==> config.mk <==
export PLATFORM = sky130hd
export DESIGN_NAME = ts2asi
export DESIGN_NICKNAME = d
export VERILOG_FILES = /design/src/verilog/asi_pkg.sv /design/src/verilog/ts_byte_fifo.sv /design/src/verilog/enc_5b6b.sv /design/src/verilog/enc_3b4b.sv /design/src/verilog/disparity_combiner.sv /design/src/verilog/ts2asi.sv
export VERILOG_INCLUDE_DIRS = /design/src /design/src/verilog
export SDC_FILE = /design/constraint.sdc
export NUM_CORES = 1
export LEC_CHECK = 0
export BUFFER_PORTS_ARGS = -buffer_cell sky130_fd_sc_hd__buf_2
export CAP_MARGIN = 40
export CORE_ASPECT_RATIO = 1.2
export CORE_MARGIN = 2
export CORE_UTILIZATION = 50
export CTS_BUF_LIST = sky130_fd_sc_hd__clkbuf_8
export DETAILED_ROUTE_END_ITERATION = 8
export PLACE_DENSITY_LB_ADDON = 0.12
export SLEW_MARGIN = 20
export SYNTH_ARGS = -nofsm -noshare
export SYNTH_HDL_FRONTEND = slang
export SYNTH_HIERARCHICAL = 1
export SYNTH_SLANG_ARGS = --single-unit
==> constraint.sdc <==
create_clock -name din_clk -period 8.23 [get_ports din_clk]
set_input_delay 2.0575 -clock din_clk [delete_from_list [all_inputs] [get_ports din_clk]]
set_output_delay 2.0575 -clock din_clk [all_outputs]
set_load 0.02 [all_outputs]
==> src/verilog/asi_params.svh <==
`ifndef ASI_PARAMS_SVH
`define ASI_PARAMS_SVH

////////////////////
// FIFO sizing
////////////////////

// Depth must stay a power of two, pointers wrap on their own
`define ASI_FIFO_DEPTH 16
`define ASI_FIFO_AW 4

////////////////////
// Widths and codes
////////////////////

`define ASI_BYTE_W 8
`define ASI_SYM_W 10

// K28.5 byte value and its two symbols, abcdei fghj with a at bit 9
`define ASI_K28_5_BYTE 8'hbc
`define ASI_K28_5_NEG 10'b0011111010
`define ASI_K28_5_POS 10'b1100000101

`endif

==> src/verilog/asi_pkg.sv <==
`include "asi_params.svh"

package asi_pkg;

	////////////////////
	// Plain vectors
	////////////////////

	// One transport-stream byte
	typedef logic [`ASI_BYTE_W-1:0] ts_byte_t;

	// Encoded symbol, abcdei in [9:4], fghj in [3:0]
	typedef logic [`ASI_SYM_W-1:0] asi_sym_t;

	typedef logic [5:0] code6_t;
	typedef logic [3:0] code4_t;

	////////////////////
	// Structs
	////////////////////

	// Character waiting for the encoders
	typedef struct packed {
		logic     is_k;
		ts_byte_t data;
	} asi_char_t;

	// 5b/6b result, code in the form for negative entry disparity
	typedef struct packed {
		code6_t code;
		logic   unbal;
		logic   flip_pos;
	} sub6_t;

	// 3b/4b result; alt marks a character that may take the A7 form 0111
	typedef struct packed {
		code4_t code;
		logic   alt;
		logic   x7;
		logic   unbal;
		logic   flip_pos;
	} sub4_t;

endpackage

==> src/verilog/ts_byte_fifo.sv <==
`timescale 1ns/100ps
`include "asi_params.svh"

module ts_byte_fifo (
	input  logic               din_clk,
	input  logic               rst_n,
	input  logic               valid,
	input  asi_pkg::ts_byte_t  din_8b,
	input  logic               ce,
	output asi_pkg::asi_char_t chr,
	output logic               chr_stb,
	output logic               error_full
);

	localparam logic [`ASI_FIFO_AW:0] depth_cnt = `ASI_FIFO_DEPTH;

	asi_pkg::ts_byte_t       mem [`ASI_FIFO_DEPTH];
	logic [`ASI_FIFO_AW-1:0] wr_ptr;
	logic [`ASI_FIFO_AW-1:0] rd_ptr;
	logic [`ASI_FIFO_AW:0]   count;
	logic                    full;
	logic                    empty;
	logic                    wr_en;
	logic                    rd_en;

	assign full  = (count == depth_cnt);
	assign empty = (count == '0);

	// Byte dropped while full, flagged in the same cycle
	assign wr_en      = valid & ~full;
	assign rd_en      = ce & ~empty;
	assign error_full = valid & full;

	////////////////////
	// Storage
	////////////////////

	always_ff @(posedge din_clk) begin
		if (wr_en) begin
			mem[wr_ptr] <= din_8b;
		end
	end

	always_ff @(posedge din_clk) begin
		if (!rst_n) begin
			wr_ptr <= '0;
			rd_ptr <= '0;
			count  <= '0;
		end else begin
			if (wr_en) begin
				wr_ptr <= wr_ptr + 1'b1;
			end
			if (rd_en) begin
				rd_ptr <= rd_ptr + 1'b1;
			end
			case ({wr_en, rd_en})
				2'b10:   count <= count + 1'b1;
				2'b01:   count <= count - 1'b1;
				default: count <= count;
			endcase
		end
	end

	////////////////////
	// Output stage
	////////////////////

	// Empty slot becomes K28.5 idle fill
	always_ff @(posedge din_clk) begin
		if (ce) begin
			if (rd_en) begin
				chr <= '{is_k: 1'b0, data: mem[rd_ptr]};
			end else begin
				chr <= '{is_k: 1'b1, data: `ASI_K28_5_BYTE};
			end
		end
	end

	always_ff @(posedge din_clk) begin
		if (!rst_n) begin
			chr_stb <= 1'b0;
		end else begin
			chr_stb <= ce;
		end
	end

endmodule

==> src/verilog/enc_5b6b.sv <==
`timescale 1ns/100ps
`include "asi_params.svh"

module enc_5b6b (
	input  asi_pkg::asi_char_t chr,
	output asi_pkg::sub6_t     s6
);

	localparam asi_pkg::asi_sym_t k_neg = `ASI_K28_5_NEG;

	asi_pkg::code6_t code;

	// Negative-form abcdei codes
	always_comb begin
		case (chr.data[4:0])
			5'd0:    code = 6'b100111;
			5'd1:    code = 6'b011101;
			5'd2:    code = 6'b101101;
			5'd3:    code = 6'b110001;
			5'd4:    code = 6'b110101;
			5'd5:    code = 6'b101001;
			5'd6:    code = 6'b011001;
			5'd7:    code = 6'b111000;
			5'd8:    code = 6'b111001;
			5'd9:    code = 6'b100101;
			5'd10:   code = 6'b010101;
			5'd11:   code = 6'b110100;
			5'd12:   code = 6'b001101;
			5'd13:   code = 6'b101100;
			5'd14:   code = 6'b011100;
			5'd15:   code = 6'b010111;
			5'd16:   code = 6'b011011;
			5'd17:   code = 6'b100011;
			5'd18:   code = 6'b010011;
			5'd19:   code = 6'b110010;
			5'd20:   code = 6'b001011;
			5'd21:   code = 6'b101010;
			5'd22:   code = 6'b011010;
			5'd23:   code = 6'b111010;
			5'd24:   code = 6'b110011;
			5'd25:   code = 6'b100110;
			5'd26:   code = 6'b010110;
			5'd27:   code = 6'b110110;
			5'd28:   code = 6'b001110;
			5'd29:   code = 6'b101110;
			5'd30:   code = 6'b011110;
			default: code = 6'b101011;
		endcase
	end

	always_comb begin
		if (chr.is_k) begin
			// K28 block, always unbalanced
			s6.code     = k_neg[9:4];
			s6.unbal    = 1'b1;
			s6.flip_pos = 1'b0;
		end else begin
			s6.code     = code;
			s6.unbal    = ($countones(code) != 3);
			// D.7 is balanced yet alternates
			s6.flip_pos = (chr.data[4:0] == 5'd7);
		end
	end

endmodule

==> src/verilog/enc_3b4b.sv <==
`timescale 1ns/100ps
`include "asi_params.svh"

module enc_3b4b (
	input  asi_pkg::asi_char_t chr,
	output asi_pkg::sub4_t     s4
);

	localparam asi_pkg::asi_sym_t k_pos = `ASI_K28_5_POS;

	asi_pkg::code4_t code;
	logic [4:0]      x;
	logic [2:0]      y;

	assign x = chr.data[4:0];
	assign y = chr.data[7:5];

	// Negative-form fghj codes, x.7 as the primary form
	always_comb begin
		case (y)
			3'd0:    code = 4'b1011;
			3'd1:    code = 4'b1001;
			3'd2:    code = 4'b0101;
			3'd3:    code = 4'b1100;
			3'd4:    code = 4'b1101;
			3'd5:    code = 4'b1010;
			3'd6:    code = 4'b0110;
			default: code = 4'b1110;
		endcase
	end

	always_comb begin
		if (chr.is_k) begin
			// K28.5 follows an unbalanced K28 block, so it flips on the
			// disparity it meets there: 0101 at negative, 1010 at positive
			s4.code     = k_pos[3:0];
			s4.alt      = 1'b0;
			s4.x7       = 1'b0;
			s4.unbal    = 1'b0;
			s4.flip_pos = 1'b1;
		end else begin
			s4.code     = code;
			// Only these x values can end their 6b block in a run of two
			s4.alt      = (x == 5'd11) || (x == 5'd13) || (x == 5'd14) ||
			              (x == 5'd17) || (x == 5'd18) || (x == 5'd20);
			s4.x7       = (y == 3'd7);
			s4.unbal    = (y == 3'd0) || (y == 3'd4) || (y == 3'd7);
			s4.flip_pos = (y == 3'd3);
		end
	end

endmodule

==> src/verilog/disparity_combiner.sv <==
`timescale 1ns/100ps

module disparity_combiner (
	input  logic              din_clk,
	input  logic              rst_n,
	input  asi_pkg::sub6_t    s6,
	input  asi_pkg::sub4_t    s4,
	input  logic              chr_stb,
	output asi_pkg::asi_sym_t sym,
	output logic              sym_valid
);

	// Running disparity, high when positive
	logic rd;
	logic rd_mid;
	logic rd_next;

	asi_pkg::code6_t c6;
	asi_pkg::code4_t c4_sel;
	asi_pkg::code4_t c4;
	logic            use_a7;

	////////////////////
	// 6-bit block
	////////////////////

	always_comb begin
		if (rd && (s6.unbal || s6.flip_pos)) begin
			c6 = ~s6.code;
		end else begin
			c6 = s6.code;
		end
		rd_mid = s6.unbal ? ~rd : rd;
	end

	////////////////////
	// 4-bit block
	////////////////////

	// A7 avoids a run of five across the e i f g h boundary
	always_comb begin
		if (rd_mid) begin
			use_a7 = s4.x7 && s4.alt && (c6[1:0] == 2'b00);
		end else begin
			use_a7 = s4.x7 && s4.alt && (c6[1:0] == 2'b11);
		end
		c4_sel = use_a7 ? 4'b0111 : s4.code;
		if (rd_mid && (s4.unbal || s4.flip_pos)) begin
			c4 = ~c4_sel;
		end else begin
			c4 = c4_sel;
		end
		rd_next = s4.unbal ? ~rd_mid : rd_mid;
	end

	////////////////////
	// Registers
	////////////////////

	always_ff @(posedge din_clk) begin
		if (chr_stb) begin
			sym <= {c6, c4};
		end
	end

	always_ff @(posedge din_clk) begin
		if (!rst_n) begin
			rd        <= 1'b0;
			sym_valid <= 1'b0;
		end else begin
			sym_valid <= chr_stb;
			if (chr_stb) begin
				rd <= rd_next;
			end
		end
	end

endmodule

==> src/verilog/ts2asi.sv <==
`timescale 1ns/100ps

module ts2asi (
	input  logic              din_clk,
	input  logic              rst_n,
	input  logic              valid,
	input  asi_pkg::ts_byte_t din_8b,
	input  logic              ce,
	output asi_pkg::asi_sym_t sym,
	output logic              sym_valid,
	output logic              error_full
);

	asi_pkg::asi_char_t chr;
	logic               chr_stb;
	asi_pkg::sub6_t     s6;
	asi_pkg::sub4_t     s4;

	// Byte queue and idle insertion
	ts_byte_fifo u_fifo (
		.din_clk    (din_clk),
		.rst_n      (rst_n),
		.valid      (valid),
		.din_8b     (din_8b),
		.ce         (ce),
		.chr        (chr),
		.chr_stb    (chr_stb),
		.error_full (error_full)
	);

	// Sub-block lookups, same character
	enc_5b6b u_enc6 (
		.chr (chr),
		.s6  (s6)
	);

	enc_3b4b u_enc4 (
		.chr (chr),
		.s4  (s4)
	);

	// Polarity choice and symbol register
	disparity_combiner u_comb (
		.din_clk   (din_clk),
		.rst_n     (rst_n),
		.s6        (s6),
		.s4        (s4),
		.chr_stb   (chr_stb),
		.sym       (sym),
		.sym_valid (sym_valid)
	);

endmodule

### Yosys cells after proc, flatten, opt, wreduce, memory -nomap -nowiden

Memory sizes are Yosys's and may differ from the RTL's. A register that Yosys moved wholly into a read port is not among the register bits.
Cells that the tools add are included.

| operators by class | value |
|---|---|
| bitwise gates (word level) | 9 |
| add/sub/neg operators | 9 |
| reduce and logical (&&, ||, !) cells | 18 |
| $lt $le $gt $ge | 0 |
| shift-type cells | 0 |
| multiply operators | 0 |
| divide/modulo/power cells | 0 |
| eq/ne operators | 19 |
| multiplexer cells | 17 |

Operators by type and width:

| kind | count |
|---|---|
| $add A32 B32 Y32 | 2 |
| $ne A32 B3 Y1 const B | 1 |
| $pmux W4 S7 | 1 |
| $eq A5 B5 Y1 const B | 4 |
| $mux W4 | 4 |
| $mux W8 | 2 |
| $eq A5 B4 Y1 const B | 3 |
| $eq A3 B3 Y1 const B | 4 |
| $mux W5 | 2 |
| $pmux W5 S2 | 1 |
| $logic_or A1 B1 Y1 | 9 |
| $mux W9 | 1 |
| $add A4 B1 Y4 const B | 2 |
| $add A1 B1 Y2 | 3 |
| $eq A3 B2 Y1 const B | 2 |
| $mux W6 | 1 |
| $not A6 Y6 | 1 |
| $add A5 B1 Y5 const B | 1 |
| $eq A5 B3 Y1 const B | 1 |
| $logic_and A1 B1 Y1 | 5 |
| $logic_not A5 Y1 | 1 |
| $mux W1 | 5 |
| $sub A5 B1 Y5 const B | 1 |
| $eq A2 B2 Y1 const B | 2 |
| other kinds (8) | 13 |

| storage, ports and cells | value |
|---|---|
| bits of input ports | 12 |
| flip-flop bits (word level) | 35 |
| output and inout port bits | 12 |
| word-level logic and storage cells | 83 |
| bits in latches | 0 |
| bits in writable memories | 128 |
| ROM bits | 192 |
| memories | 2 |

Memory list:

| memory | depth | bits a word | rd ports | clocked after memory_dff | wr ports | RTL line | RTL |
|---|---|---|---|---|---|---|---|
| (no name shown) | 32 | 6 | 1 | 1 | 0 | enc_5b6b.sv:15 | `case (chr.data[4:0])` |
| u_fifo.mem | 16 | 8 | 1 | 1 | 1 | ts_byte_fifo.sv:17 | `` asi_pkg::ts_byte_t mem [`ASI_FIFO_DEPTH]; `` |

### Depth between registers and ports, before layout

Gate-level depths: netlist (run 1).

| depth | value |
|---|---|
| depth after elaboration | 14 |
| gate-level depth with buffers | 20 |
| mapped depth without buffers | 19 |

### Cells and area by module

Netlist (run 1), hierarchy kept.

By module, submodules not included:

| module | area each (um^2) | times used | cells an instance | sequential area each (um^2) |
|---|---|---|---|---|
| ts_byte_fifo | 6246.0 | 1 | 346 | 4474.3 |
| disparity_combiner | 623.1 | 1 | 48 | 340.3 |
| enc_5b6b | 570.5 | 1 | 73 | 0.0 |
| enc_3b4b | 132.6 | 1 | 23 | 0.0 |

### Worst setup path after synthesis (run 1)

OpenSTA, ideal clock, no wires.

| timing | value |
|---|---|
| path type | reg2reg |
| start | register, netlist name u_fifo/chr[0] |
| end | register u_comb.sym[0] (data pin) |
| buffers on the path | 1 |
| data arrival time | 4.312 ns |
| slack | 3.647 ns |
| cell stages (with the launch flop) | 21 |
| library setup time | 0.271 ns |
| data required time | 7.959 ns |
| clock period less this slack | 4.583 ns |
| path through | edfxtp_1 > inv_1 > ha_1 > mux2_4 > and3_4 > a211o_1 > fa_1 > inv_1 > fa_1 > inv_1 > ha_1 > inv_1 > fa_1 > inv_1 > nand4_1 > buf_6 > mux2_2 > a2bb2oi_1 > and4_4 > a21oi_1 > xnor2_1 |

| on the way | value |
|---|---|
| longest elaborated chain between the ends | 13 |
| elaborated cells between the ends (all ways) | 26 |
| classes of those cells | eq/ne: 8; mux: 6; bitwise: 1; reduce/logical: 11 |

Ends and longest elaborated chain:

| item | RTL line | RTL |
|---|---|---|
| $eq A5 B4 Y1 | enc_3b4b.sv:44 | `s4.alt = (x == 5'd11) \|\| (x == 5'd13) \|\| (x == 5'd14) \|\|` |
| $logic_or A1 B1 Y1 (3 in a row) | enc_3b4b.sv:44 |  |
| $logic_or A1 B1 Y1 (2 in a row) | enc_3b4b.sv:45 | `(x == 5'd17) \|\| (x == 5'd18) \|\| (x == 5'd20);` |
| $mux W8 | enc_3b4b.sv:33 | `if (chr.is_k) begin` |
| $logic_and A1 B1 Y1 | disparity_combiner.sv:43, disparity_combiner.sv:45 |  |
| $logic_and A1 B1 Y1, on equally long branches | disparity_combiner.sv:45, disparity_combiner.sv:43 |  |
| $mux W1 (*) | disparity_combiner.sv:42 | `if (rd_mid) begin` |
| $mux W4 (*) | disparity_combiner.sv:47 | `c4_sel = use_a7 ? 4'b0111 : s4.code;` |
| $not A4 Y4 | disparity_combiner.sv:49 | `c4 = ~c4_sel;` |
| $mux W4 (*) | disparity_combiner.sv:48 | `if (rd_mid && (s4.unbal \|\| s4.flip_pos)) begin` |
| named net u_comb.c4[0] | disparity_combiner.sv:20 | `asi_pkg::code4_t c4;` |
| end signal, assigned | disparity_combiner.sv:62 | `sym <= {c6, c4};` |
| end, declared | disparity_combiner.sv:9 | `output asi_pkg::asi_sym_t sym,` |

The timed path passes the listed nets; every way through them passes the cells marked *.
A chain may end at the register's enable or synchronous reset.

### Worst setup path in the final report (run 1)

| timing | value |
|---|---|
| start | register, netlist name u_fifo/chr[0] |
| end | register u_comb.sym[2] (data pin) |

| on the way | value |
|---|---|
| longest elaborated chain between the ends | 13 |
| elaborated cells between the ends (all ways) | 26 |
| classes of those cells | eq/ne: 8; mux: 6; bitwise: 1; reduce/logical: 11 |

Ends and longest elaborated chain:

| item | RTL line |
|---|---|
| $eq A5 B4 Y1 | enc_3b4b.sv:44 |
| $logic_or A1 B1 Y1 (3 in a row) | enc_3b4b.sv:44 |
| $logic_or A1 B1 Y1 (2 in a row) | enc_3b4b.sv:45 |
| $mux W8 | enc_3b4b.sv:33 |
| $logic_and A1 B1 Y1 | disparity_combiner.sv:43, disparity_combiner.sv:45 |
| $logic_and A1 B1 Y1, on equally long branches | disparity_combiner.sv:45, disparity_combiner.sv:43 |
| $mux W1 (*) | disparity_combiner.sv:42 |
| $mux W4 (*) | disparity_combiner.sv:47 |
| $not A4 Y4 | disparity_combiner.sv:49 |
| $mux W4 (*) | disparity_combiner.sv:48 |
| named net u_comb.c4[2] | disparity_combiner.sv:20 |

Marks and branches as above.

==> impl_summary.log, run 1 <==
INFO  metric synthesized_area_fraction_occupied_by_xor_and_xnor_cells = 2.66%
INFO  metric clock_power_share = between 20% and 30%
INFO  metric antenna-diode-count = 0
INFO  metric ys_seq_elements = 167
INFO  metric dr.first_iter.drc_count = 232
INFO  metric muxShareOfSynthArea = ~11%
INFO  metric vdd.ir_drop.worst = 126 µV
INFO  metric p_sw = 0.000711 W
INFO  metric clk_pin_slew = 0.08 ns
INFO  metric syn-instance-count = slightly below 500
INFO  metric timing_worst_setup_path_type = reg2reg
INFO  metric io_buffer_count = 23
INFO  metric timing.max_cap.violations = 0
INFO  metric clock_path_buffers = 2
INFO  metric cts_htree_levels = 4
INFO  metric finalPower = 0.00227 W
INFO  metric rows = 49
INFO  metric syn_nets = 523
INFO  metric switching_share = a little under a third
INFO  metric syn_area_per_cell = 15.5 µm²
INFO  metric p_int = 0.00156 W
INFO  metric number_of_synthesized_flops_with_an_enable_pin = 147
INFO  metric via_per_inst = 5.52
INFO  metric layout-area-overhead-vs-synth = 9.09%
INFO  metric chipHeight = 139 µm
INFO  metric cts_sinks = between 150 and 200
INFO  metric cp_max_fo = 10
INFO  metric run_status = complete, no violations
INFO  metric critical_path.startpoint_type = register
INFO  metric tns = 0 ns
INFO  metric detailedPlacementHpwl = 9.12 mm
INFO  metric pwr_density_cell = 275 nW/µm²
INFO  metric leakage_dissipation = 2.80 nW
INFO  metric post_route_cells_drive_above_1_share = around 22%
INFO  metric synth_sequential_area_ratio = between 60% and 70%
INFO  metric antenna_violations_before_repair = 0
INFO  metric grt_setup_unrepaired = no
INFO  metric initial_core_util = 50.8%
INFO  metric cts_setup_buffers = 0
INFO  metric cts_tree = done
INFO  metric synth-simple-area-share = 7.80%
INFO  metric period_share = between 60 and 70%
INFO  metric setup.worst_path.start = u_fifo/chr[0]$_SDFFCE_PP0P_
INFO  metric max_freq = 195 MHz
INFO  metric worst_slew_margin_rel = 45.0%
INFO  metric first_pass_iters = 5
INFO  metric post_cts_hold_buffer_count = 0
INFO  metric finish.cell_count_without_fillers = 738
INFO  metric synthFlopType = sky130_fd_sc_hd__edfxtp_1
INFO  metric timing_worst_slew_pin_value = 0.822 ns
INFO  metric finalMaxSlewViolations = 0
INFO  metric synth_compound_area_share = 7.34%
INFO  metric finalWorstSetupSlack = slightly above 3 ns
INFO  metric placed_cell_count = 703
INFO  metric pwr-share-comb = 28.2%
INFO  metric synthAdderAreaFrac = 3.77%
INFO  metric grt_pass1_wl = 22.2 mm
INFO  metric pin_count = 24
INFO  metric finalHoldViolCount = 0
INFO  metric summed_instance_area_of_the_synthesized_netlist = 7570 µm²
INFO  metric worst-endpoint-required = 8.42 ns
INFO  metric yosys_warnings = 6
INFO  metric gates_resized_cts_repair = 0
INFO  metric clock_insertion_delay_worst_skew = 0.45 ns
INFO  metric die-area = 16100 µm²
INFO  metric route.vias.total = 4075
INFO  metric antenna_left = 0
INFO  metric post_drt_wl_per_cell = 18.9 µm
INFO  metric seq_power_share = 47.5%
INFO  metric core_box_area = 14900 µm²
INFO  metric groute.usage.overall = 18.7%
INFO  metric startpoint_of_the_most_critical_hold_path = u_fifo/rd_ptr[1]$_SDFFE_PN0N_
INFO  metric dpl_worst_slack = 3.11 ns
INFO  metric detail_route.wirelength = 13.9 mm
INFO  metric async_reset_ff_share = 0%
INFO  metric holdCritPathClass = reg2reg
INFO  metric grt_max_degree = 38
INFO  metric worst_clock_skew = 0.0117 ns
INFO  metric number_of_global_route_vias_before_repair = approximately 4100
INFO  metric gp_congestion = approximately 0.86
INFO  metric globalRoute.totalOverflow = 0
INFO  metric synth_top_family_by_area = multiplexers
INFO  metric worst-endpoint-arrival = 5.31 ns
INFO  metric cts_made_buffers = 17
INFO  metric ys_types = 68
INFO  metric clock-root-buffer = sky130_fd_sc_hd__clkbuf_8
INFO  metric setup_viol = 0
INFO  metric period_minus_slack = a little over 5 ns
INFO  metric die_width = 116 µm
INFO  metric r2r-start = u_fifo/chr[0]$_SDFFCE_PP0P_
INFO  metric crit_path_end_kind = register
INFO  metric final_net_count = roughly 560
INFO  metric drt_drc_violations_left = 0
## registers in the layout, summed over array words and instances, names as in the netlist, named ones only
| register | cells |
|---|---|
| u_fifo/mem | 128 |
| u_fifo/count | 5 |
| u_fifo/chr_stb | 1 |
| u_fifo/rd_ptr | 4 |
| u_comb/sym | 10 |
| u_comb/rd | 1 |
| u_fifo/wr_ptr | 4 |
| u_comb/sym_valid | 1 |
| u_fifo/chr | 9 |
## placed cells by master, fill, tap and decap left out, types with 3 or more instances in the layout
master,instances
sky130_fd_sc_hd__nand2_1,21
sky130_fd_sc_hd__a21boi_2,3
sky130_fd_sc_hd__clkinv_2,3
sky130_fd_sc_hd__o21ai_0,8
sky130_fd_sc_hd__a31o_2,5
sky130_fd_sc_hd__nor4_1,5
sky130_fd_sc_hd__mux4_1,8
sky130_fd_sc_hd__xor2_1,4
sky130_fd_sc_hd__clkinv_4,4
sky130_fd_sc_hd__clkbuf_8,17
sky130_fd_sc_hd__a21boi_0,3
sky130_fd_sc_hd__nor2b_1,7
sky130_fd_sc_hd__nand3_1,7
sky130_fd_sc_hd__mux2i_1,8
sky130_fd_sc_hd__ha_1,18
sky130_fd_sc_hd__a22oi_1,4
sky130_fd_sc_hd__nor2_1,23
sky130_fd_sc_hd__buf_2,23
sky130_fd_sc_hd__fa_1,3
sky130_fd_sc_hd__buf_4,17
sky130_fd_sc_hd__inv_1,16
sky130_fd_sc_hd__o21ai_1,4
sky130_fd_sc_hd__a31oi_1,6
sky130_fd_sc_hd__dfxtp_1,19
sky130_fd_sc_hd__a21oi_1,18
sky130_fd_sc_hd__mux4_2,19
sky130_fd_sc_hd__nand2b_1,6
sky130_fd_sc_hd__nand4_1,3
sky130_fd_sc_hd__mux2_2,12
sky130_fd_sc_hd__xnor2_1,19
sky130_fd_sc_hd__and2_1,12
sky130_fd_sc_hd__nor3_1,7
sky130_fd_sc_hd__o22ai_1,9
sky130_fd_sc_hd__edfxtp_1,147
## layer usage
| layer | track usage (%) | wire length, µm |
|---|---|---|
| met1 | 24.0 | 6190 |
| met2 | 31.2 | 7130 |
| met4 | 5.70 | 209 |
| met3 | 4.59 | 413 |
| met5 | 0 | 0 |
## metrics by stage
step                      hold WS, ns  util (%)  area (µm²)
after floorplan                 0.483         -        7570
after global placement          0.494      52.3        7790
after detailed placement        0.499      52.7        7850
after CTS                       0.508      55.2        8220
after global routing            0.522      55.4        8260
final                           0.506      55.4        8260
## layout make-up
cell class                      count  area (µm²)
Multi-Input combinational cell    280        2500
Fill cell                        1184        6640
Timing Repair Buffer               41         258
Clock buffer                       17         234
Inverter                           16        61.3
Clock inverter                     13         135
Tap cell                          204         255
Sequential cell                   167        4820
## cell usage after synthesis (all sizes together) (5+ instances only)
cell type    n  area share [%]
buf         16             1.9
and2        12            0.99
a21oi       18             1.2
mux2        13             2.0
nor3         7            0.46
nand2       21             1.0
nor4         5            0.41
ha          18             3.0
dfxtp       20             5.3
nand2b       6            0.50
o21ai       13            0.91
o22ai        9            0.74
xnor2       19             2.2
a31oi        6            0.50
a21boi       6            0.74
mux4        27             8.4
clkbuf      11            0.68
nand3        7            0.46
a31o         6            0.69
inv         15            0.74
nor2        23             1.1
mux2i        8             1.1
nor2b        7            0.58
edfxtp     147              58
## critical path, stage by stage, from the launching register on
cell and delay, ns:
sky130_fd_sc_hd__edfxtp_1 0.55, sky130_fd_sc_hd__inv_1 0.16, sky130_fd_sc_hd__ha_1 0.34, sky130_fd_sc_hd__mux2_2 0.27, sky130_fd_sc_hd__a221oi_1 0.42, sky130_fd_sc_hd__a211o_1 0.18
sky130_fd_sc_hd__fa_1 0.42, sky130_fd_sc_hd__inv_1 0.09, sky130_fd_sc_hd__fa_1 0.39, sky130_fd_sc_hd__inv_1 0.07, sky130_fd_sc_hd__ha_1 0.13, sky130_fd_sc_hd__inv_1 0.05
sky130_fd_sc_hd__fa_1 0.44, sky130_fd_sc_hd__inv_1 0.06, sky130_fd_sc_hd__nand4_1 0.32, sky130_fd_sc_hd__mux2_2 0.40, sky130_fd_sc_hd__a2bb2oi_1 0.13, sky130_fd_sc_hd__and4_4 0.20
sky130_fd_sc_hd__a21oi_1 0.16, sky130_fd_sc_hd__xnor2_1 0.08
## kinds of logic after synthesis
family | count (synthesis)
DFF | 167
and+or+nand+nor | 108
AOI/OAI and AO/OA | 80
muxes | 48
buffers and inverters | 43
xor gates and xnor gates | 23
adders and majority gates | 21
## power by group through the flow
stage               registers, W  logic [W]  clock network [W]
floorplan                0.00107   0.000537                  0
global placement         0.00110   0.000616                  0
detailed placement       0.00110   0.000645                  0
CTS                      0.00108   0.000648           0.000568
global route             0.00109   0.000715           0.000604
finish                   0.00108   0.000640           0.000553
## path summary, 6_finish.rpt
| path | end | slack [ns] | depth (start not counted) |
|---|---|---|---|
| min reg2reg | register | 0.51 | 2 |
| max reg2reg | u_comb/sym[2]$_DFFE_PP_ | 3.11 | 19 |
| max | u_comb/sym[2]$_DFFE_PP_ | 3.11 | 19 |
| min | register | 0.51 | 2 |
Note: power is estimated with default switching activity, not from simulation.
==> run 2, diff against run 1 <==
--- a/config.mk
+++ b/config.mk
@@ -6,6 +6,7 @@
 export SDC_FILE = /design/constraint.sdc
 export NUM_CORES = 1
 export LEC_CHECK = 0
+export ABC_AREA = 1
 export BUFFER_PORTS_ARGS = -buffer_cell sky130_fd_sc_hd__buf_2
 export CAP_MARGIN = 40
 export CORE_ASPECT_RATIO = 1.2
==> constraint.sdc (replaced) <==
create_clock -name din_clk -period 5.3 [get_ports din_clk]
set_input_delay 1.325 -clock din_clk [delete_from_list [all_inputs] [get_ports din_clk]]
set_output_delay 1.325 -clock din_clk [all_outputs]
set_load 0.02 [all_outputs]
==> run 2 against run 1 <==
Against the previous run: design area is 4.7% higher; non-clock buffer count is 2 lower; register-to-register slack worse by 2.4 ns; clock power is 86% higher; global-route usage is 1.9 points higher; via count is 33% higher; synthesized area is 4.9% higher; routed wire length is 19% higher; setup slack worse by 2.4 ns; combinational power is 94% higher; flip-flop and latch count stayed put; largest cell class unchanged.
==> impl_summary.log, run 2 <==
INFO  metric run_status = complete, no violations
INFO  metric timing.critical_path.mode_cell = sky130_fd_sc_hd__nand2_1
INFO  metric core_box_area = between 15000 and 20000 µm²
INFO  metric syn_nets = 838
INFO  metric fillers = 1364
INFO  metric critical_path.slowest_cell = sky130_fd_sc_hd__edfxtp_1
INFO  metric route.vias.total = 5433
INFO  metric period_minus_slack = 4.59 ns
INFO  metric rows = 50
INFO  metric timing_worst_setup_path_type = reg2reg
INFO  metric synth.most_common_cell = sky130_fd_sc_hd__nand2_1
INFO  metric layout-area-overhead-vs-synth = 8.97%
INFO  metric worst_clock_skew = 0.0156 ns
INFO  metric regToRegEndpoint = u_comb/sym[2]$_DFFE_PP_
INFO  metric synthFlopType = sky130_fd_sc_hd__edfxtp_1
INFO  metric timing_worst_slew_pin_value = 0.820 ns
INFO  metric first_pass_iters = 5
INFO  metric whs_path_depth = 2
INFO  metric chipHeight = 142 µm
INFO  metric grt_pass1_wl = 26.8 mm
INFO  metric critical_path.startpoint_type = register
INFO  metric ys_seq_elements = 167
INFO  metric largest_register_ffs = 128
INFO  metric largest_register = u_fifo/mem
INFO  metric die_width = roughly 120 µm
INFO  metric cp_max_fo = 11
INFO  metric period_share = 86.6%
INFO  metric holdCritPathClass = reg2reg
INFO  metric number_of_synthesized_flops_with_an_enable_pin = 147
INFO  metric synth_sequential_area_ratio = 60.6%
INFO  metric top_layer = met4
INFO  metric gp_congestion = 0.779
INFO  metric routed_wire_length_on_met2 = 8.63 mm
INFO  metric summed_instance_area_of_the_synthesized_netlist = 7940 µm²
INFO  metric timing.hold.ws = 0.511 ns
INFO  metric post-synth-top-area-fraction = 55.6%
INFO  metric ff2ff_path_depth = 26
INFO  metric wl_met3 = 804 µm
INFO  metric tns = 0 ns
INFO  metric cts_sinks = between 150 and 200
INFO  metric globalRoute.totalOverflow = 0
INFO  metric clock_insertion_delay_worst_skew = 0.47 ns
INFO  metric worst-endpoint-required = 5.64 ns
INFO  metric finalMaxSlewViolations = 0
INFO  metric startpoint_of_the_most_critical_hold_path = u_fifo/rd_ptr[0]$_SDFFE_PN0N_
INFO  metric io_buffer_count = 23
INFO  metric met1_length = 6.99 mm
INFO  metric timing.reg2reg.setup_slack = 0.71 ns
INFO  metric syn-instance-count = roughly 810
INFO  metric r2r-start = u_fifo/chr[0]$_SDFFCE_PP0P_
INFO  metric top_regs = u_fifo/mem (128), u_comb/sym (10), u_fifo/chr (9)
INFO  metric finalHoldViolCount = 0
INFO  metric initial_core_util = 51.0%
INFO  metric max_stage_delay = ~0.55 ns
INFO  metric syn_area_per_cell = 9.86 µm²
INFO  metric dr.first_iter.drc_count = 405
INFO  metric detailedPlacementHpwl = 10.9 mm
INFO  metric cts_htree_levels = 4
INFO  metric gates_resized_cts_repair = 0
INFO  metric timing.max_cap.violations = 0
INFO  metric post_route_cells_drive_above_1_share = between 10% and 20%
INFO  metric synth.largest_area_cell = sky130_fd_sc_hd__edfxtp_1
INFO  metric cts_setup_buffers = 0
INFO  metric ys_types = 33
INFO  metric yosys_warnings = 6
INFO  metric pwr_density_cell = 451 nW/µm²
INFO  metric crit_path_end_kind = register
INFO  metric vdd.ir_drop.worst = 261 µV
INFO  metric grt_setup_unrepaired = no
INFO  metric placement.cell_area = 8160 µm²
INFO  metric worst_slew_margin_rel = between 40% and 50%
INFO  metric cts_made_buffers = 17
INFO  metric pin_count = 24
INFO  metric most_common_library_cell_in_the_layout_ignoring_fill_and_taps = sky130_fd_sc_hd__nand2_1
INFO  metric number_of_global_route_vias_before_repair = 5223
INFO  metric via_per_inst = 5.14
INFO  metric final_net_count = between 800 and 900
INFO  metric grt_max_degree = 66
INFO  metric setup_viol = 0
INFO  metric synth.top_cells.by_count = sky130_fd_sc_hd__nand2_1 (173), sky130_fd_sc_hd__edfxtp_1 (147), sky130_fd_sc_hd__nor2_1 (120)
INFO  metric leakage_dissipation = 3.58 nW
INFO  metric setup.worst_path.start = u_fifo/chr[0]$_SDFFCE_PP0P_
INFO  metric synth.top_cells.by_area = sky130_fd_sc_hd__edfxtp_1 (56%), sky130_fd_sc_hd__nand2_1 (8.2%), sky130_fd_sc_hd__nor2_1 (5.7%)
INFO  metric antenna_violations_before_repair = 0
INFO  metric cts_tree = done
INFO  metric clock_path_buffers = 2
INFO  metric clk_pin_slew = 0.09 ns
INFO  metric die-area = 16900 µm²
INFO  metric detail_route.wirelength = 16.6 mm
INFO  metric drt_drc_violations_left = 0
INFO  metric most-common-layout-cells = sky130_fd_sc_hd__nand2_1 (173), sky130_fd_sc_hd__edfxtp_1 (147), sky130_fd_sc_hd__nor2_1 (120)
INFO  metric clock-root-buffer = sky130_fd_sc_hd__clkbuf_8
INFO  metric post_cts_hold_buffer_count = 0
INFO  metric worst-endpoint-arrival = 4.93 ns
INFO  metric groute.usage.overall = 20.6%
INFO  metric antenna-diode-count = 0
INFO  metric post_drt_wl_per_cell = 15.7 µm
INFO  metric antenna_left = 0
INFO  metric async_reset_ff_share = 0%
INFO  metric design_area = 8650 µm²
INFO  metric max_freq = 218 MHz
-- run 2: kinds of logic (layout without fill, tap and decap cells) --
group / count (synthesis) / in the layout / share of synthesized area (%)
adders and majority gates: 21 / 21 / 3.59
AOI/OAI and AO/OA: 81 / 81 / 5.33
and+or+nand+nor: 406 / 406 / 21.8
DFF: 167 / 167 / 60.6
xor gates and xnor gates: 10 / 10 / 1.10
buffers and inverters: 120 / 163 / 7.56
-- run 2: where the power goes --
group,internal (W),switching (W),total [W]
Combinational,0.000405,0.000833,0.00124
Clock,0.000570,0.000457,0.00103
Sequential,0.00155,0.0000824,0.00163
-- run 2: through the flow --
stage | util [%] | instances | setup WS, ns | total power [W]
after floorplan | - | 805 | 1.19 | 0.00265
after global placement | 51.9 | 1011 | 0.970 | 0.00284
after detailed placement | 52.4 | 1019 | 0.765 | 0.00290
after CTS | 55.3 | 1051 | 0.763 | 0.00391
after global routing | 55.5 | 1056 | 0.330 | 0.00416
final | 55.5 | 1056 | 0.709 | 0.00390
-- run 2: layer usage --
layer / up-vias / global-route usage, %
met5: - / 0
met4: 0 / 7.52
met3: 16 / 4.13
met2: 153 / 36.5
met1: 2555 / 25.0
li1: 2709 / -
-- run 2: layout make-up --
| type | instances | area, µm² | share of cell area, % |
|---|---|---|---|
| Clock buffer | 18 | 248 | 2.86 |
| Clock inverter | 14 | 204 | 2.36 |
| Multi-Input combinational cell | 518 | 2520 | 29.2 |
| Inverter | 92 | 348 | 4.02 |
| Timing Repair Buffer | 39 | 251 | 2.91 |
| Sequential cell | 167 | 4820 | 55.7 |
| Tap cell | 208 | 260 | 3.01 |
-- run 2: how the worst max path moves through the flow --
stage,to,depth (start not counted)
after floorplan,u_comb/sym[0]$_DFFE_PP_,27
after detailed placement,u_comb/sym[2]$_DFFE_PP_,27
after global routing,u_comb/sym[2]$_DFFE_PP_,26
after CTS,u_comb/sym[2]$_DFFE_PP_,27
final,u_comb/sym[2]$_DFFE_PP_,26
after global placement,u_comb/sym[2]$_DFFE_PP_,27
-- run 2: critical path, delay by kind of cell (launching register included) --
kind                     cells  cell delay [ns]
buffers and inverters        5             0.39
adder cells (fa/ha/maj)      5             1.98
AND/OR/NAND/NOR             14             1.26
AO/OA/AOI/OAI                2             0.31
flip-flops                   1             0.55
